`src/logic/branchConsts.svh`:
```
`ifndef BRANCH_CONSTS_SVH
`define BRANCH_CONSTS_SVH

// pc and operand width
`define BR_PC_W 32

// predictor index, taken from pc[7:2]
`define BR_IDX_W 6

// counters start weakly not-taken
`define BR_CTR_INIT 2'b01

// fall-through skips the delay slot
`define BR_SLOT_OFS 8

`endif

```
`src/logic/branchPkg.sv`:
```
`include "branchConsts.svh"

package branchPkg;

    typedef logic [`BR_PC_W-1:0]  pcT;    // pc or operand value
    typedef logic [1:0]           ctrT;   // two-bit saturating counter
    typedef logic [`BR_IDX_W-1:0] idxT;   // predictor table index

    // primary opcodes of the branches handled here
    typedef enum logic [5:0] {
        OP_REGIMM = 6'b000001,
        OP_BEQ    = 6'b000100,
        OP_BNE    = 6'b000101,
        OP_BLEZ   = 6'b000110,
        OP_BGTZ   = 6'b000111
    } mipsOpE;

    // resolved condition kind
    // under regimm, rt 00000 is bltz and rt 00001 is bgez
    typedef enum logic [2:0] {
        COND_NONE,
        COND_EQ,
        COND_NE,
        COND_LEZ,
        COND_GTZ,
        COND_LTZ,
        COND_GEZ
    } brCondE;

    localparam logic [4:0] RT_LTZ = 5'b00000;
    localparam logic [4:0] RT_GEZ = 5'b00001;

endpackage

```
`src/logic/predIf.sv`:
```
`include "branchConsts.svh"

interface predIf
    import branchPkg::*;
();

    logic valid;       // e-stage prediction holds an instruction
    pcT   pc;          // pc of that instruction
    pcT   target;      // taken target
    logic predTaken;
    idxT  idx;         // table index it was read from
    ctrT  ctr;         // counter value seen at read time

    modport pred (
        output valid, pc, target, predTaken, idx, ctr
    );

    modport redir (
        input valid, pc, target, predTaken, idx, ctr
    );

endinterface

```
`src/logic/branchPredictor.sv`:
```
`include "branchConsts.svh"

module branchPredictor
    import branchPkg::*;
(
    input  logic        clk_i,
    input  logic        arstN_i,
    input  logic        accept_i,
    input  logic        stall_i,
    input  pcT          pc_i,
    input  logic [31:0] instr_i,
    input  logic        updValid_i,
    input  idxT         updIdx_i,
    input  ctrT         updCtr_i,
    predIf.pred         pred_o
);

    localparam int Entries = 1 << `BR_IDX_W;

    ctrT ctrTable [Entries];
    idxT rdIdx;
    ctrT rdCtr;
    pcT  immOfs;
    pcT  target;

    // word-aligned pc, low bits dropped
    assign rdIdx = pc_i[`BR_IDX_W+1:2];

    // same-edge update wins over the stored counter
    assign rdCtr = (updValid_i && (updIdx_i == rdIdx)) ? updCtr_i : ctrTable[rdIdx];

    // sign-extended offset in words
    assign immOfs = {{(`BR_PC_W-18){instr_i[15]}}, instr_i[15:0], 2'b00};
    assign target = pc_i + pcT'(4) + immOfs;   // relative to the delay slot

    // counter table
    always_ff @(posedge clk_i or negedge arstN_i) begin
        if (!arstN_i) begin
            for (int i = 0; i < Entries; i++) begin
                ctrTable[i] <= `BR_CTR_INIT;
            end
        end else if (updValid_i) begin
            ctrTable[updIdx_i] <= updCtr_i;
        end
    end

    // e-stage valid, held while stalled
    always_ff @(posedge clk_i or negedge arstN_i) begin
        if (!arstN_i) begin
            pred_o.valid <= 1'b0;
        end else if (accept_i) begin
            pred_o.valid <= 1'b1;
        end else if (!stall_i) begin
            pred_o.valid <= 1'b0;   // drained into the redirect unit
        end
    end

    // prediction payload
    always_ff @(posedge clk_i) begin
        if (accept_i) begin
            pred_o.pc        <= pc_i;
            pred_o.target    <= target;
            pred_o.idx       <= rdIdx;
            pred_o.ctr       <= rdCtr;
            pred_o.predTaken <= rdCtr[1];   // upper bit is the guess
        end
    end

    // index of a training write is always resolved
    updIdxKnown: assert property (
        @(posedge clk_i) disable iff (!arstN_i)
        updValid_i |-> !$isunknown(updIdx_i)
    );

endmodule

```
`src/logic/branchCondCheck.sv`:
```
`include "branchConsts.svh"

module branchCondCheck
    import branchPkg::*;
(
    input  logic        clk_i,
    input  logic        arstN_i,
    input  logic        accept_i,
    input  logic        stall_i,
    input  logic [31:0] instr_i,
    input  pcT          rsVal_i,
    input  pcT          rtVal_i,
    output logic        chkValid_o,
    output logic        isBranch_o,
    output logic        actualTaken_o
);

    mipsOpE     opcode;
    logic [4:0] rtField;
    brCondE     condKind;
    logic       takenNow;

    assign opcode  = mipsOpE'(instr_i[31:26]);
    assign rtField = instr_i[20:16];

    // branch kind decode
    always_comb begin
        case (opcode)
            OP_BEQ:  condKind = COND_EQ;
            OP_BNE:  condKind = COND_NE;
            OP_BLEZ: condKind = COND_LEZ;
            OP_BGTZ: condKind = COND_GTZ;
            OP_REGIMM: begin
                if (rtField == RT_LTZ) condKind = COND_LTZ;
                else if (rtField == RT_GEZ) condKind = COND_GEZ;
                else condKind = COND_NONE;   // link forms not handled
            end
            default: condKind = COND_NONE;
        endcase
    end

    // zero compares are signed, eq/ne are bitwise
    always_comb begin
        case (condKind)
            COND_EQ:  takenNow = (rsVal_i == rtVal_i);
            COND_NE:  takenNow = (rsVal_i != rtVal_i);
            COND_LEZ: takenNow = ($signed(rsVal_i) <= 0);
            COND_GTZ: takenNow = ($signed(rsVal_i) > 0);
            COND_LTZ: takenNow = ($signed(rsVal_i) < 0);
            COND_GEZ: takenNow = ($signed(rsVal_i) >= 0);
            default:  takenNow = 1'b0;
        endcase
    end

    always_ff @(posedge clk_i or negedge arstN_i) begin
        if (!arstN_i) begin
            chkValid_o <= 1'b0;
        end else if (accept_i) begin
            chkValid_o <= 1'b1;
        end else if (!stall_i) begin
            chkValid_o <= 1'b0;
        end
    end

    always_ff @(posedge clk_i) begin
        if (accept_i) begin
            isBranch_o    <= (condKind != COND_NONE);
            actualTaken_o <= takenNow;
        end
    end

    // a non-branch never resolves taken
    noneNotTaken: assert property (
        @(posedge clk_i) disable iff (!arstN_i)
        (chkValid_o && !isBranch_o) |-> !actualTaken_o
    );

endmodule

```
`src/logic/redirectUnit.sv`:
```
`include "branchConsts.svh"

module redirectUnit
    import branchPkg::*;
(
    input  logic  clk_i,
    input  logic  arstN_i,
    input  logic  stall_i,
    input  logic  chkValid_i,
    input  logic  isBranch_i,
    input  logic  actualTaken_i,
    predIf.redir  pred_i,
    output logic  updValid_o,
    output idxT   updIdx_o,
    output ctrT   updCtr_o,
    output logic  resValid_o,
    output pcT    resPc_o,
    output logic  actualTaken_o,
    output logic  mispredict_o,
    output pcT    redirectPc_o
);

    logic fire;
    logic effPred;
    logic missNow;
    pcT   redirNow;

    // e-stage result moves on only when not stalled
    assign fire    = !stall_i && pred_i.valid && chkValid_i;
    assign effPred = isBranch_i && pred_i.predTaken;   // non-branch falls through
    assign missNow = (effPred != actualTaken_i);

    // taken goes to target, else past the delay slot
    assign redirNow = actualTaken_i ? pred_i.target : pred_i.pc + pcT'(`BR_SLOT_OFS);

    // training, one step toward the outcome
    assign updValid_o = fire && isBranch_i;
    assign updIdx_o   = pred_i.idx;

    always_comb begin
        if (actualTaken_i) begin
            updCtr_o = (pred_i.ctr == 2'b11) ? pred_i.ctr : pred_i.ctr + 2'd1;
        end else begin
            updCtr_o = (pred_i.ctr == 2'b00) ? pred_i.ctr : pred_i.ctr - 2'd1;
        end
    end

    // bubble while stalled so each result shows once
    always_ff @(posedge clk_i or negedge arstN_i) begin
        if (!arstN_i) begin
            resValid_o   <= 1'b0;
            mispredict_o <= 1'b0;
        end else begin
            resValid_o   <= fire;
            mispredict_o <= fire && missNow;
        end
    end

    always_ff @(posedge clk_i) begin
        if (fire) begin
            resPc_o       <= pred_i.pc;
            actualTaken_o <= actualTaken_i;
            redirectPc_o  <= redirNow;
        end
    end

    missHasResult: assert property (
        @(posedge clk_i) disable iff (!arstN_i)
        mispredict_o |-> resValid_o
    );

    // predictor and checker stages move in lockstep
    validsAgree: assert property (
        @(posedge clk_i) disable iff (!arstN_i)
        pred_i.valid == chkValid_i
    );

endmodule

```
`src/logic/branchUnit.sv`:
```
`include "branchConsts.svh"

module branchUnit
    import branchPkg::*;
(
    input  logic        clk_i,
    input  logic        arstN_i,
    input  logic        valid_i,
    input  logic        stall_i,
    input  pcT          pc_i,
    input  logic [31:0] instr_i,
    input  pcT          rsVal_i,
    input  pcT          rtVal_i,
    output logic        resValid_o,
    output pcT          resPc_o,
    output logic        actualTaken_o,
    output logic        mispredict_o,
    output pcT          redirectPc_o
);

    logic accept;
    logic chkValid;
    logic isBranch;
    logic chkTaken;
    logic updValid;
    idxT  updIdx;
    ctrT  updCtr;

    predIf predBus ();

    assign accept = valid_i && !stall_i;   // e-stage load enable

    branchPredictor u_pred (
        .clk_i      (clk_i),
        .arstN_i    (arstN_i),
        .accept_i   (accept),
        .stall_i    (stall_i),
        .pc_i       (pc_i),
        .instr_i    (instr_i),
        .updValid_i (updValid),
        .updIdx_i   (updIdx),
        .updCtr_i   (updCtr),
        .pred_o     (predBus.pred)
    );

    branchCondCheck u_chk (
        .clk_i         (clk_i),
        .arstN_i       (arstN_i),
        .accept_i      (accept),
        .stall_i       (stall_i),
        .instr_i       (instr_i),
        .rsVal_i       (rsVal_i),
        .rtVal_i       (rtVal_i),
        .chkValid_o    (chkValid),
        .isBranch_o    (isBranch),
        .actualTaken_o (chkTaken)
    );

    redirectUnit u_redir (
        .clk_i         (clk_i),
        .arstN_i       (arstN_i),
        .stall_i       (stall_i),
        .chkValid_i    (chkValid),
        .isBranch_i    (isBranch),
        .actualTaken_i (chkTaken),
        .pred_i        (predBus.redir),
        .updValid_o    (updValid),
        .updIdx_o      (updIdx),
        .updCtr_o      (updCtr),
        .resValid_o    (resValid_o),
        .resPc_o       (resPc_o),
        .actualTaken_o (actualTaken_o),
        .mispredict_o  (mispredict_o),
        .redirectPc_o  (redirectPc_o)
    );

endmodule

```
`config.mk`:
```
export PLATFORM = sky130hd
export DESIGN_NAME = branchUnit
export DESIGN_NICKNAME = d
export VERILOG_FILES = /design/src/logic/branchPkg.sv /design/src/logic/predIf.sv /design/src/logic/branchPredictor.sv /design/src/logic/branchCondCheck.sv /design/src/logic/redirectUnit.sv /design/src/logic/branchUnit.sv
export VERILOG_INCLUDE_DIRS = /design/src /design/src/logic
export SDC_FILE = /design/constraint.sdc
export NUM_CORES = 1
export LEC_CHECK = 0
export BUFFER_PORTS_ARGS = -buffer_cell sky130_fd_sc_hd__buf_4
export CAP_MARGIN = 25
export CORE_MARGIN = 1.5
export CORE_UTILIZATION = 40
export DETAILED_ROUTE_END_ITERATION = 10
export SYNTH_ARGS = -nofsm -noshare
export SYNTH_HDL_FRONTEND = slang
export SYNTH_SLANG_ARGS = --single-unit
```
`constraint.sdc`:
```
create_clock -name clk_i -period 5.7 [get_ports clk_i]
set_input_delay 0.855 -clock clk_i [delete_from_list [all_inputs] [get_ports clk_i]]
set_output_delay 0.855 -clock clk_i [all_outputs]
set_load 0.1 [all_outputs]
```
== Word level (Yosys, flattened, before mapping) ==
Index checks and enable logic that the tools add are counted.
Word-level totals
  bits in registers: 271
  input port bits: 132
  output and inout bits: 67
Operators by class
  add/sub/neg operators: 5
  magnitude comparators: 7
  equal/unequal tests: 18
  mux-type cells: 17
  bitwise gates (word level): 2
  reduce and logical (&&, ||, !) cells: 12
Operator list (count)
  $bwmux W128: 1
  $add A32 B3 Y32 const B: 1
  $add A32 B32 Y32: 1
  $add A32 B4 Y32 const B: 1
  $eq A32 B32 Y1: 1
  $ge A32 B1 Y1 const B: 1
  $gt A32 B1 Y1 const B: 1
  $le A32 B1 Y1 const B: 1
  $lt A32 B1 Y1 const B: 1
  $mux W32: 1
  $ne A32 B32 Y1: 1
  $eq A6 B3 Y1 const B: 4
  $pmux W3 S5: 1
  $ge A7 B7 Y1 const B: 2
  $mux W2: 7
  $not A6 Y7: 2
  $bmux W2 S6: 1
  $demux W2 S6: 1
  $eq A3 B3 Y1 const B: 3
  $logic_and A1 B1 Y1: 8
  $lt A7 B1 Y1 const B: 1
  $eq A3 B2 Y1 const B: 2
  $eq A6 B1 Y1 const B: 1
  $eq A6 B6 Y1: 1
  14 further kinds: 16

== Logic depth before layout (Yosys ltp) ==
Gate-level depths: netlist of run 1.
  depth in word-level cells: 6
  mapped depth: 16

== Hierarchy ==
From an unflattened synthesis of run 1, not the netlist that was laid out.
Second synthesis, totals
  cell total of the unflattened synthesis: 1147
  area total of the unflattened synthesis: 14242.4 sq um
By module, submodules not included
  branchPredictor: times used 1, cells each 827, area an instance 10545.1 sq um, seq. area each 5230.0 sq um
  redirectUnit: times used 1, cells each 242, area an instance 3026.7 sq um, seq. area each 2001.9 sq um
  branchCondCheck: times used 1, cells each 77, area an instance 656.9 sq um, seq. area each 85.1 sq um
  branchUnit: times used 1, cells each 1, area an instance 13.8 sq um, seq. area each 0.0 sq um

== Worst setup path after synthesis of run 1 ==
OpenSTA, ideal clock, no wires.
  kind: input port to flip-flop
  start point: input stall_i
  end point: register u_pred.ctrTable[51] (netlist name)
  arrival: 5.111 ns
  path slack: 0.464 ns
  stages: 7
  path through: nor2b_1 -> and2_1 -> nor2b_1 -> and2_1 -> clkbuf_1 -> nand2_1 -> mux2_2
Between the ends
  longest elaborated chain between the ends: 4
RTL lines
  start, declared: line branchUnit.sv:9  | input logic stall_i,
  $logic_not A1 Y1
  $logic_and A1 B1 Y1 (2 in a row): line redirectUnit.sv:29  | assign fire = !stall_i && pred_i.valid && chkValid_i;
  $logic_and A1 B1 Y1: line redirectUnit.sv:37  | assign updValid_o = fire && isBranch_i;
  end signal, assigned by index: line branchPredictor.sv:40  | ctrTable[i] <= `BR_CTR_INIT;
  end signal, assigned by index: line branchPredictor.sv:43  | ctrTable[updIdx_i] <= updCtr_i;
  end, declared: line branchPredictor.sv:20  | ctrT ctrTable [Entries];
No other way between the ends.
A chain may end at the register's enable or synchronous reset.

== Final worst setup path of run 1 ==
  start point: input pc_i[3]
  end point: register u_pred.pred_o.target[29] (data pin)
Between the ends
  longest elaborated chain between the ends: 2
RTL lines
  start, declared: line branchUnit.sv:10  | input pcT pc_i,
  $add A32 B3 Y32: line branchPredictor.sv:34  | assign target = pc_i + pcT'(4) + immOfs;
  $add A32 B32 Y32: line branchPredictor.sv:34
  named net u_pred.target[29]: line branchPredictor.sv:24  | pcT target;
  end, declared: line predIf.sv:15  | output valid, pc, target, predTaken, idx, ctr
The timed path passes the listed nets, and every way through them passes these cells.

==> tab_implementation.tex, run 1 <==
\begin{tabular}{lr}
\hline
Metric & Value \\
\hline
\multicolumn{2}{l}{\textbf{Run status}} \\
Status & finished clean \\
\multicolumn{2}{l}{\textbf{Layout}} \\
Layout net count & 1405 \\
Top library cells by usage in the layout, fill and taps aside & 201 x buf\_4, 133 x mux2\_2, 129 x edfxtp\_1 \\
Share of the core filled with cells & 0.4898 \\
Layout cell share with drive strength beyond 1 & 0.3995 \\
Diodes inserted & 0 \\
Most common library cell in the layout ignoring fill and taps & buf\_4 \\
Layout area overhead & 20.95\% \\
Count of non-filler cells in the finished layout & 1682 \\
\multicolumn{2}{l}{\textbf{Yosys}} \\
Dominant synthesized flop cell & edfxtp\_1 \\
Sequential fraction of the synthesis area & 0.5339 \\
Synth warn & 0 \\
Post-Syn Instances & between 1k and 1.5k \\
Share of async-settable or async-resettable flops after synthesis & 0.5038 \\
Count of distinct cell types in the synthesized netlist & 59 \\
Synthesis-stage register bit count & 260 \\
Proportion of netlist area held by the largest area contributor & 0.2860 \\
Post-synth EDFFs & about 130 \\
Largest area contributor in the netlist & edfxtp\_1 \\
Average cell area after synthesis & $\sim$13 um2 \\
Leading cell types by total area after synthesis & edfxtp\_1 29\%, dfstp\_2 12\%, dfrtp\_1 12\% \\
Post-synthesis instance area & approximately 14000 um2 \\
Syn Nets & $\sim$1.2k \\
\multicolumn{2}{l}{\textbf{Die}} \\
Width of the die & 187.0 um \\
Num ports & roughly 200 \\
Row cnt & 67 \\
Floorplan core area & 33450 um2 \\
Initial Utilization & 0.4050 \\
Die Span Y & between 150 and 200 um \\
Die Area & roughly 35000 um2 \\
\multicolumn{2}{l}{\textbf{Critical path}} \\
Worst-case reg-to-reg path depth & 8 \\
Top delay family on crit path & compound AO/OA/AOI/OAI gates \\
Maximum fanout along the worst path & 23 \\
Maximum cell stage delay along the critical path & $\sim$0.42 ns \\
CP max stage cell & o31ai\_1 \\
Worst EP required & $\sim$6.0 ns \\
Critical path launch point type & primary input \\
Crit path buf inv count & 2 \\
Worst setup path category & in2reg \\
Most numerous cell on the critical path & ha\_1 \\
Worst path arrival time & between 3 and 4 ns \\
Endpoint kind of the worst setup timing path & flop \\
Reg-to-reg setup timing slack & 2.40 ns \\
CP Cell Sequence & buf\_4, ha\_1, ha\_1, inv\_1, fa\_1, nor2b\_1, o21ai\_0, a21boi\_0, o31ai\_1, nand2\_1, o211a\_1, o21a\_1, xor2\_1 \\
Critical R2R Launch & u\_pred.pred\_o.idx[4]\$\_DFFE\_PP\_ \\
Terminus of the critical flop-to-flop path & u\_redir.redirectPc\_o[22]\$\_DFFE\_PP\_ \\
\multicolumn{2}{l}{\textbf{Place}} \\
Pre-CTS WS & $\sim$1.7 ns \\
Final weighted congestion of routability-driven global placement & between 0.8 and 0.9 \\
Sum of net half-perimeters after detailed placement & between 20000 and 25000 um \\
Port buffer count & 193 \\
DP Cell Count & between 1.5k and 2k \\
\multicolumn{2}{l}{\textbf{Routing}} \\
Post-route DRC violation count & 0 \\
Post-DR vias/cell & around 5.2 \\
Routed wire length & $\sim$32000 um \\
Routed WL per cell & around 19 um \\
DRT antenna net count & 0 \\
Routed via count & 8827 \\
Number of DRC markers in iteration 0 & 491 \\
Count of TritonRoute iterations in the first routing pass & 5 \\
\multicolumn{2}{l}{\textbf{Timing}} \\
Final clock skew & $\sim$0.019 ns \\
Period utilisation layout & 0.6114 \\
RSZ-0062 raised after global routing & false \\
Crit path setup slack, layout & roughly 2.2 ns \\
Final Critical Period & approximately 3.5 ns \\
Worst-case headroom to the max-slew limit & 0.3463 \\
Total Negative Setup Slacks & 0 ns \\
Setup-failing EPs final & 0 \\
Achievable frequency & 287.0 MHz \\
Total count of hold-check failures in the final report & 0 \\
Worst Hold Slack & 0.4115 ns \\
Transition time at the pin with the least slew margin & 0.9784 ns \\
Final count of pins violating max slew & 0 \\
\multicolumn{2}{l}{\textbf{Job}} \\
Reported max-cap violation count & 0 \\
\multicolumn{2}{l}{\textbf{Global route}} \\
Remaining global-route overflow & 0 \\
Overall Global Routing Usage & 0.1836 \\
Number of global-route vias before repair & approximately 9.0k \\
Maximum number of pins on one net before global-route repair & just under 70 \\
Antenna violations before repair & 0 \\
Global-route wire length before repair & 50640 um \\
\multicolumn{2}{l}{\textbf{Clock network}} \\
Root Buffer Master & clkbuf\_16 \\
Register clock-pin slew on the reported worst setup and hold paths & 0.06 ns \\
\# clock sinks & 260 \\
\# resized after CTS & 0 \\
Hold-fix buffers, CTS & 0 \\
Inserted Clock Buffers & 29 \\
Count of buffers added by post-CTS timing repair for setup & 0 \\
H-Tree Level Count & 1 \\
Clock tree from TritonCTS & yes \\
Clk buf depth & 3 \\
Clk Latency, worst-skew pair & about 0.55 ns \\
\multicolumn{2}{l}{\textbf{Pwr}} \\
Leakage & 6.838 nW \\
VDD IR max & roughly 0.00021 V \\
Power per cell area & roughly 300 nW/um2 \\
\multicolumn{2}{l}{\textbf{Hold path}} \\
Type of the tightest min-delay check & in2async \\
\hline
\end{tabular}
-- cell families after synthesis --
kind of cell,Yosys count,synth area share
AND/OR/NAND/NOR,256,0.09144
XOR/XNOR,93,0.06013
flip-flops,260,0.5339
multiplexers,176,0.1793
adder cells (fa/ha/maj),64,0.05930
buffers and inverters,75,0.02300
AO/OA/AOI/OAI,112,0.05301
-- cells in the mapped netlist (8+ instances only) --
cell type / number
nand4_1: 22
edfxtp_1: 129
and2_1: 8
mux2_2: 133
clkbuf_1: 43
nand3_1: 18
dfstp_2: 64
nand2_1: 119
nor2_1: 31
mux4_2: 40
and3_1: 14
xnor2_1: 59
a21oi_1: 23
dfrtp_1: 67
o21ai_0: 38
ha_1: 61
xor2_1: 34
nor4_1: 11
inv_1: 18
a21o_1: 14
-- power by group --
group / internal (mW) / total [mW] / leakage (nW) / switching, mW
logic: 0.347 / 0.883 / 3.57 / 0.535
registers: 2.18 / 2.25 / 2.79 / 0.0739
clock network: 1.18 / 1.93 / 0.485 / 0.749
total: 3.70 / 5.06 / 6.84 / 1.36
-- cell type report --
class | instances | area, um2
Tap cell | 448 | 560.5
Clock inverter | 10 | 133.9
Multi-Input combinational cell | 701 | 6018
Fill cell | 2933 | 17060
Sequential cell | 260 | 7232
Inverter | 18 | 67.56
Clock buffer | 44 | 863.3
Timing Repair Buffer | 201 | 1509
-- worst max path at each step --
stage / depth (start not counted) / start / end
floorplan: 7 / stall_i / u_pred.ctrTable[51]$_DFFE_PN0P_
global placement: 11 / pc_i[4] / u_pred.pred_o.target[28]$_DFFE_PP_
detailed placement: 11 / pc_i[4] / u_pred.pred_o.target[28]$_DFFE_PP_
CTS: 11 / pc_i[4] / u_pred.pred_o.target[28]$_DFFE_PP_
global route: 13 / pc_i[3] / u_pred.pred_o.target[29]$_DFFE_PP_
finish: 13 / pc_i[3] / u_pred.pred_o.target[29]$_DFFE_PP_
-- flip-flops by register name (all words and copies together), names as in the netlist --
signal	cells
u_pred.ctrTable	128
u_pred.pred_o.target	32
u_redir.redirectPc_o	32
u_redir.resPc_o	30
u_pred.pred_o.pc	25
u_pred.pred_o.idx	5
u_pred.pred_o.ctr	2
u_chk.actualTaken_o	1
u_chk.isBranch_o	1
u_pred.pred_o.valid	1
u_redir.actualTaken_o	1
u_redir.mispredict_o	1
u_redir.resValid_o	1
-- per-stage QoR --
| step | instance area [um2] | power, mW |
|---|---|---|
| 3_5_place_dp | 15390 | 3.173 |
| 5_1_grt | 16380 | 5.285 |
| 4_1_cts | 16380 | 5.115 |
| 3_3_place_gp | 15390 | 3.163 |
| 6_report | 16380 | 5.061 |
| 2_1_floorplan | 13550 | 2.893 |
-- routing by layer --
| metal | up-vias | global-route usage | wire [um] |
|---|---|---|---|
| met5 | - | 0 | 0 |
| met4 | 0 | 0.04001 | 546 |
| met3 | 40 | 0.02871 | 1401 |
| met2 | 226 | 0.3084 | 15110 |
| met1 | 4387 | 0.2516 | 14670 |
| li1 | 4174 | - | - |
Power figures use the tool's default switching activity.
==> run 2: changes to the inputs <==
==> constraint.sdc (replaced) <==
create_clock -name clk_i -period 3.6 [get_ports clk_i]
set_input_delay 0.54 -clock clk_i [delete_from_list [all_inputs] [get_ports clk_i]]
set_output_delay 0.54 -clock clk_i [all_outputs]
set_load 0.1 [all_outputs]
==> tab_implementation.tex, run 2 (synthesis results as in run 1) <==
\begin{tabular}{lr}
\hline
Metric & Value \\
\hline
\multicolumn{2}{l}{\textbf{Timing}} \\
Final clock skew & 0.007972 ns (-0.01137 ns) \\
Achievable frequency & around 340 MHz \\
Final Critical Period & a little under 3 ns \\
RSZ-0062 raised after global routing & false \\
Total Negative Setup Slacks & 0 ns (unchanged) \\
Setup-failing EPs final & 0 (unchanged) \\
Transition time at the pin with the least slew margin & 0.9239 ns (-0.05446 ns) \\
Final count of pins violating max slew & 0 (unchanged) \\
Crit path setup slack, layout & 0.6406 ns (-1.575 ns) \\
Total count of hold-check failures in the final report & 0 (unchanged) \\
Worst Hold Slack & 0.1914 ns (-0.2201 ns) \\
Worst-case headroom to the max-slew limit & 0.3827 (+0.03639) \\
Period utilisation layout & 0.8221 \\
\multicolumn{2}{l}{\textbf{Pwr}} \\
Share of power burned in registers & 0.452 (+0.007) \\
Power per cell area & 478.5 nW/um2 (+55\%) \\
Part of the total power dissipated in the clock network & 0.367 (-0.014) \\
Sw power & 2.136 mW (+57\%) \\
Total design power & 7.882 mW (+56\%) \\
Leakage & 6.906 nW (+0.98\%) \\
Share of power burned in combinational logic & 0.182 (+0.008) \\
VDD IR max & 0.0003819 V (+78\%) \\
Sw frac & 0.2710 (+0.002700) \\
Total internal power & 5.746 mW (+55\%) \\
\multicolumn{2}{l}{\textbf{Critical path}} \\
CP Cell Sequence & buf\_4, ha\_1, ha\_1, nand3\_1, a2bb2oi\_1, and2\_1, a2111o\_1, o31ai\_4, nand3\_1, a21bo\_1, a221oi\_2 \\
Worst setup path category & in2reg \\
Maximum fanout along the worst path & 7 (-70\%) \\
Endpoint kind of the worst setup timing path & flop \\
Worst path arrival time & 3.33 ns (-0.45 ns) \\
CP max stage cell & a2111o\_1 \\
Maximum cell stage delay along the critical path & 0.54 ns (+0.12 ns) \\
Worst EP required & 3.97 ns (-2.03 ns) \\
Critical path launch point type & primary input \\
\multicolumn{2}{l}{\textbf{Die}} \\
Row cnt & 67 (unchanged) \\
Floorplan core area & 33450 um2 (unchanged) \\
Die Span Y & 187.0 um (unchanged) \\
Width of the die & 187.0 um (unchanged) \\
Initial Utilization & 0.4050 (unchanged) \\
Die Area & 34980 um2 (unchanged) \\
Num ports & 199 (unchanged) \\
\multicolumn{2}{l}{\textbf{Clock network}} \\
Clk buf depth & 3 (unchanged) \\
Inserted Clock Buffers & 28 (-3.4\%) \\
\# clock sinks & 260 (unchanged) \\
Clk Latency, worst-skew pair & 0.54 ns (about the same) \\
Clock tree from TritonCTS & yes \\
Root Buffer Master & clkbuf\_16 \\
Register clock-pin slew on the reported worst setup and hold paths & 0.06 ns (about the same) \\
H-Tree Level Count & 1 (unchanged) \\
\multicolumn{2}{l}{\textbf{Global route}} \\
Global-route wire length before repair & 51300 um (+1.3\%) \\
Antenna violations before repair & 0 (unchanged) \\
Number of global-route vias before repair & 9258 (+2.7\%) \\
Remaining global-route overflow & 0 (unchanged) \\
Maximum number of pins on one net before global-route repair & 94 (+38\%) \\
Overall Global Routing Usage & 0.1866 (+0.003025) \\
\multicolumn{2}{l}{\textbf{Place}} \\
Pre-CTS WS & 0.1285 ns (-1.544 ns) \\
DP Cell Count & 1642 (+0.86\%) \\
Final weighted congestion of routability-driven global placement & 0.8302 (-1.1\%) \\
Sum of net half-perimeters after detailed placement & 23270 um (+5.4\%) \\
Port buffer count & 193 (unchanged) \\
Placed Area & 15520 um2 (+0.85\%) \\
\multicolumn{2}{l}{\textbf{Layout}} \\
Top register by number of flip-flops & u\_pred.ctrTable \\
Design Area, Final & 16470 um2 (+0.53\%) \\
Registers with the highest flip-flop counts & u\_pred.ctrTable (128), u\_pred.pred\_o.target (32), u\_redir.redirectPc\_o (32) \\
Most common library cell in the layout ignoring fill and taps & buf\_4 \\
Layout cell share with drive strength beyond 1 & 0.4066 (+0.007062) \\
Count of non-filler cells in the finished layout & 1695 (+0.77\%) \\
Max FFs per register & 128 (unchanged) \\
Share of the core filled with cells & 0.4925 (+0.002618) \\
Diodes inserted & 0 (unchanged) \\
Layout area overhead & 21.59\% \\
Layout net count & 1419 (+1.0\%) \\
Top library cells by usage in the layout, fill and taps aside & 213 x buf\_4, 133 x mux2\_2, 129 x edfxtp\_1 \\
\multicolumn{2}{l}{\textbf{Routing}} \\
Post-DR vias/cell & 5.303 (+1.0\%) \\
Number of DRC markers in iteration 0 & 404 (-18\%) \\
Count of TritonRoute iterations in the first routing pass & 7 (+2) \\
Post-route DRC violation count & 0 (unchanged) \\
Routed via count & 8988 (+1.8\%) \\
Routed wire length & 32670 um (+3.0\%) \\
DRT antenna net count & 0 (unchanged) \\
Routed WL per cell & 19.27 um (+2.2\%) \\
\multicolumn{2}{l}{\textbf{Job}} \\
Reported max-cap violation count & 0 (unchanged) \\
\multicolumn{2}{l}{\textbf{Run status}} \\
Status & finished clean \\
\multicolumn{2}{l}{\textbf{Hold path}} \\
Type of the tightest min-delay check & in2reg \\
\hline
\end{tabular}
[run 2: critical path, delay by kind of cell]
kind	cells	cell delay [ns]
buffers and inverters	1	0.12
adders and majority gates	2	0.70
AOI/OAI and AO/OA	5	1.56
and+or+nand+nor	3	0.40
[run 2: cell type report]
| class | count | area (um2) |
|---|---|---|
| clock buffers | 36 | 813.3 |
| clock inverters | 16 | 131.4 |
| fillers | 2972 | 16980 |
| inverters | 18 | 67.56 |
| multi-input cells | 701 | 6018 |
| flip-flops and latches | 260 | 7232 |
| well taps | 448 | 560.5 |
| repair buffers | 216 | 1649 |
[run 2: power groups by stage]
| stage | logic (mW) | registers (mW) | clock network [mW] |
|---|---|---|---|
| after floorplan | 0.715 | 3.86 | 0 |
| after global placement | 1.42 | 3.61 | 0 |
| after detailed placement | 1.44 | 3.61 | 0 |
| after CTS | 1.44 | 3.56 | 2.97 |
| after global routing | 1.55 | 3.58 | 3.08 |
| final | 1.43 | 3.56 | 2.89 |
[run 2: per-layer routing]
layer	up-vias	global-route usage	part of all wire
li1	4205	-	-
met1	4473	0.2451	0.44
met2	263	0.3229	0.49
met3	47	0.02889	0.052
met4	0	0.04808	0.020
met5	-	0	0
[run 2: path summary, 6_finish.rpt]
kind | from | to | slack (ns) | cells after the start
setup / recovery | pc_i[10] | u_pred.pred_o.target[28]$_DFFE_PP_ | 0.64 | 11
hold / removal | pc_i[12] | u_pred.pred_o.pc[12]$_DFFE_PP_ | 0.19 | 1
setup reg to reg | u_pred.pred_o.pc[7]$_DFFE_PP_ | u_redir.redirectPc_o[22]$_DFFE_PP_ | 1.19 | 8
hold reg to reg | u_pred.pred_o.target[0]$_DFFE_PP_ | u_redir.redirectPc_o[0]$_DFFE_PP_ | 0.42 | 0
max in group asynchronous | arstN_i | u_pred.ctrTable[0]$_DFFE_PN1P_ | 2.15 | 3
min in group asynchronous | arstN_i | u_pred.ctrTable[67]$_DFFE_PN0P_ | 0.52 | 2
[run 2: what timing repair did]
| action | CTS | global route |
|---|---|---|
| buffers inserted | 0 | 0 |
| hold buffers | 1 | 0 |
| endpoints found under the hold margin | 16 | 0 |
| resized for setup | 0 | 0 |
==> run 3: changes to the inputs <==
==> constraint.sdc (replaced) <==
create_clock -name clk_i -period 3 [get_ports clk_i]
set_input_delay 0.45 -clock clk_i [delete_from_list [all_inputs] [get_ports clk_i]]
set_output_delay 0.45 -clock clk_i [all_outputs]
set_load 0.1 [all_outputs]
==> tab_implementation.tex, run 3 (synthesis results as in run 1) <==
\begin{tabular}{lr}
\hline
Metric & Value \\
\hline
\multicolumn{2}{l}{\textbf{Run status}} \\
Status & finished clean \\
\multicolumn{2}{l}{\textbf{Layout}} \\
Share of the core filled with cells & 0.4967 (+0.004265) \\
Max FFs per register & 128 (unchanged) \\
Layout net count & 1451 (+2.3\%) \\
Layout cell share with drive strength beyond 1 & 0.4185 (+0.01192) \\
Top library cells by usage in the layout, fill and taps aside & 246 x buf\_4, 133 x mux2\_2, 129 x edfxtp\_1 \\
Registers with the highest flip-flop counts & u\_pred.ctrTable (128), u\_pred.pred\_o.target (32), u\_redir.redirectPc\_o (32) \\
Top register by number of flip-flops & u\_pred.ctrTable \\
Most common library cell in the layout ignoring fill and taps & buf\_4 \\
Design Area, Final & 16610 um2 (+0.87\%) \\
Layout area overhead & 22.65\% \\
Count of non-filler cells in the finished layout & 1726 (+1.8\%) \\
\multicolumn{2}{l}{\textbf{Critical path}} \\
Worst-case reg-to-reg path depth & 8 (unchanged) \\
Worst setup path category & in2reg \\
Critical path launch point type & primary input \\
Endpoint kind of the worst setup timing path & flop \\
Worst EP required & 3.38 ns (-0.59 ns) \\
Worst path arrival time & 3.06 ns (-0.27 ns) \\
Maximum fanout along the worst path & 5 (-2) \\
\multicolumn{2}{l}{\textbf{Clock network}} \\
Clk Latency, worst-skew pair & 0.55 ns (about the same) \\
Inserted Clock Buffers & 28 (unchanged) \\
Clock tree from TritonCTS & yes \\
Clk buf depth & 3 (unchanged) \\
Count of buffers added by post-CTS timing repair for setup & 0 (unchanged) \\
\# clock sinks & 260 (unchanged) \\
Hold-fix buffers, CTS & 0 (-1) \\
Register clock-pin slew on the reported worst setup and hold paths & 0.06 ns (about the same) \\
H-Tree Level Count & 1 (unchanged) \\
\# resized after CTS & 0 (unchanged) \\
Root Buffer Master & clkbuf\_16 \\
\multicolumn{2}{l}{\textbf{Global route}} \\
Antenna violations before repair & 3 (+3) \\
Remaining global-route overflow & 0 (unchanged) \\
Met1 global-route usage & 0.2502 (+0.005118) \\
Maximum number of pins on one net before global-route repair & 132 (+40\%) \\
Number of global-route vias before repair & 9381 (+1.3\%) \\
Overall Global Routing Usage & 0.1889 (+0.002304) \\
GRT Max-Usage Layer & met2 \\
GR met3 Demand/Resource & 0.03340 (+0.004503) \\
Global-route wire length before repair & 51810 um (+1.0\%) \\
Met2 demand-to-capacity share in global routing & 0.3134 (-0.009472) \\
\multicolumn{2}{l}{\textbf{Pwr}} \\
Power per cell area & 556.7 nW/um2 (+16\%) \\
Total internal power & 6.680 mW (+16\%) \\
VDD IR max & 0.0004140 V (+8.4\%) \\
Share of power burned in registers & 0.461 (+0.009) \\
Share of power burned in combinational logic & 0.193 (+0.011) \\
Sw frac & 0.2779 (+0.006827) \\
Sw power & 2.570 mW (+20\%) \\
Part of the total power dissipated in the clock network & 0.346 (-0.021) \\
Leakage & 7.011 nW (+1.5\%) \\
Total design power & 9.250 mW (+17\%) \\
\multicolumn{2}{l}{\textbf{Routing}} \\
Count of TritonRoute iterations in the first routing pass & 8 (+1) \\
DRT antenna net count & 0 (unchanged) \\
Routed via count & 8987 (-0.011\%) \\
Routed WL per cell & 19.14 um (-0.72\%) \\
Post-route DRC violation count & 0 (unchanged) \\
Routed wire length & 33030 um (+1.1\%) \\
Post-DR vias/cell & 5.207 (-1.8\%) \\
Number of DRC markers in iteration 0 & 495 (+23\%) \\
\multicolumn{2}{l}{\textbf{Die}} \\
Row cnt & 67 (unchanged) \\
Num ports & 199 (unchanged) \\
Width of the die & 187.0 um (unchanged) \\
Initial Utilization & 0.4050 (unchanged) \\
Die Span Y & 187.0 um (unchanged) \\
Die Area & 34980 um2 (unchanged) \\
Floorplan core area & 33450 um2 (unchanged) \\
\multicolumn{2}{l}{\textbf{Place}} \\
Port buffer count & 193 (unchanged) \\
Sum of net half-perimeters after detailed placement & 23700 um (+1.8\%) \\
Final weighted congestion of routability-driven global placement & 0.8121 (-2.2\%) \\
Placed Area & 15770 um2 (+1.6\%) \\
DP Cell Count & 1675 (+2.0\%) \\
Pre-CTS WS & -0.2242 ns (-0.3528 ns) \\
\multicolumn{2}{l}{\textbf{Timing}} \\
Total count of hold-check failures in the final report & 0 (unchanged) \\
Period utilisation layout & 0.8956 \\
Worst-case headroom to the max-slew limit & 0.3943 (+0.01160) \\
Setup-failing EPs final & 0 (unchanged) \\
Final count of pins violating max slew & 0 (unchanged) \\
RSZ-0062 raised after global routing & false \\
Transition time at the pin with the least slew margin & 0.9066 ns (-0.01736 ns) \\
Crit path setup slack, layout & 0.3132 ns (-0.3274 ns) \\
Achievable frequency & 372.2 MHz \\
Final clock skew & 0.02154 ns (+0.01357 ns) \\
Final Critical Period & approximately 2.7 ns \\
\multicolumn{2}{l}{\textbf{Hold path}} \\
Type of the tightest min-delay check & in2async \\
\multicolumn{2}{l}{\textbf{Job}} \\
Reported max-cap violation count & 0 (unchanged) \\
\hline
\end{tabular}
-- run 3: cell types whose count changed in the layout (fill, tap and decap cells not counted), moves of 2 or more --
cell	before	now
clkbuf_8	4	1
buf_4	213	246
clkbuf_16	30	28
diode_2	0	2
clkbuf_1	2	4
-- run 3: power groups by stage --
stage               clock, mW  sequential, mW  combinational [mW]
floorplan                   0            4.63               0.860
global placement            0            4.32                1.77
detailed placement          0            4.33                1.79
CTS                      3.30            4.27                1.80
global route             3.44            4.30                1.93
finish                   3.20            4.27                1.78
-- run 3: per-stage QoR --
step / hold WS, ns / TNS, ns
final: 0.01783 / 0
after floorplan: 0.1544 / 0
after detailed placement: 0.4065 / -1.435
after global placement: 0.4015 / -1.113
after CTS: 0.04771 / 0
after global routing: 0.06829 / 0
-- run 3: worst paths after layout --
path / from / end / slack (ns)
min reg2reg: u_pred.pred_o.target[0]$_DFFE_PP_ / u_redir.redirectPc_o[0]$_DFFE_PP_ / 0.41
max reg2reg: u_pred.pred_o.pc[7]$_DFFE_PP_ / u_redir.redirectPc_o[24]$_DFFE_PP_ / 0.52
min: arstN_i / u_pred.ctrTable[17]$_DFFE_PN0P_ / 0.02
max in group asynchronous: arstN_i / u_redir.resValid_o$_DFF_PN0_ / 2.45
min in group clk_i: pc_i[1] / u_pred.pred_o.target[1]$_DFFE_PP_ / 0.09
max: pc_i[4] / u_pred.pred_o.target[28]$_DFFE_PP_ / 0.31
-- run 3: layout make-up --
type                       count  area (um2)
fill                        2945       16830
sequential                   260        7232
multi-input combinational    701        6018
timing repair buffer         248        1887
clock buffer                  33       729.5
tap                          448       560.5
clock inverter                16       115.1
inverter                      18       67.56
antenna                        2       5.005
-- run 3: critical path, stage by stage --
cell and delay, ns:
buf_4 0.14, ha_1 0.31, ha_1 0.28, a21o_1 0.14
nand3_1 0.11, a31o_2 0.23, a2111o_1 0.49, o31ai_4 0.34
nand3_1 0.12, a21bo_1 0.21, a221oi_2 0.23
-- run 3: metal layers --
metal	vias up	routed length (um)
met5	-	13
met4	2	927
met3	49	1789
met2	250	15610
met1	4428	14680
li1	4258	-
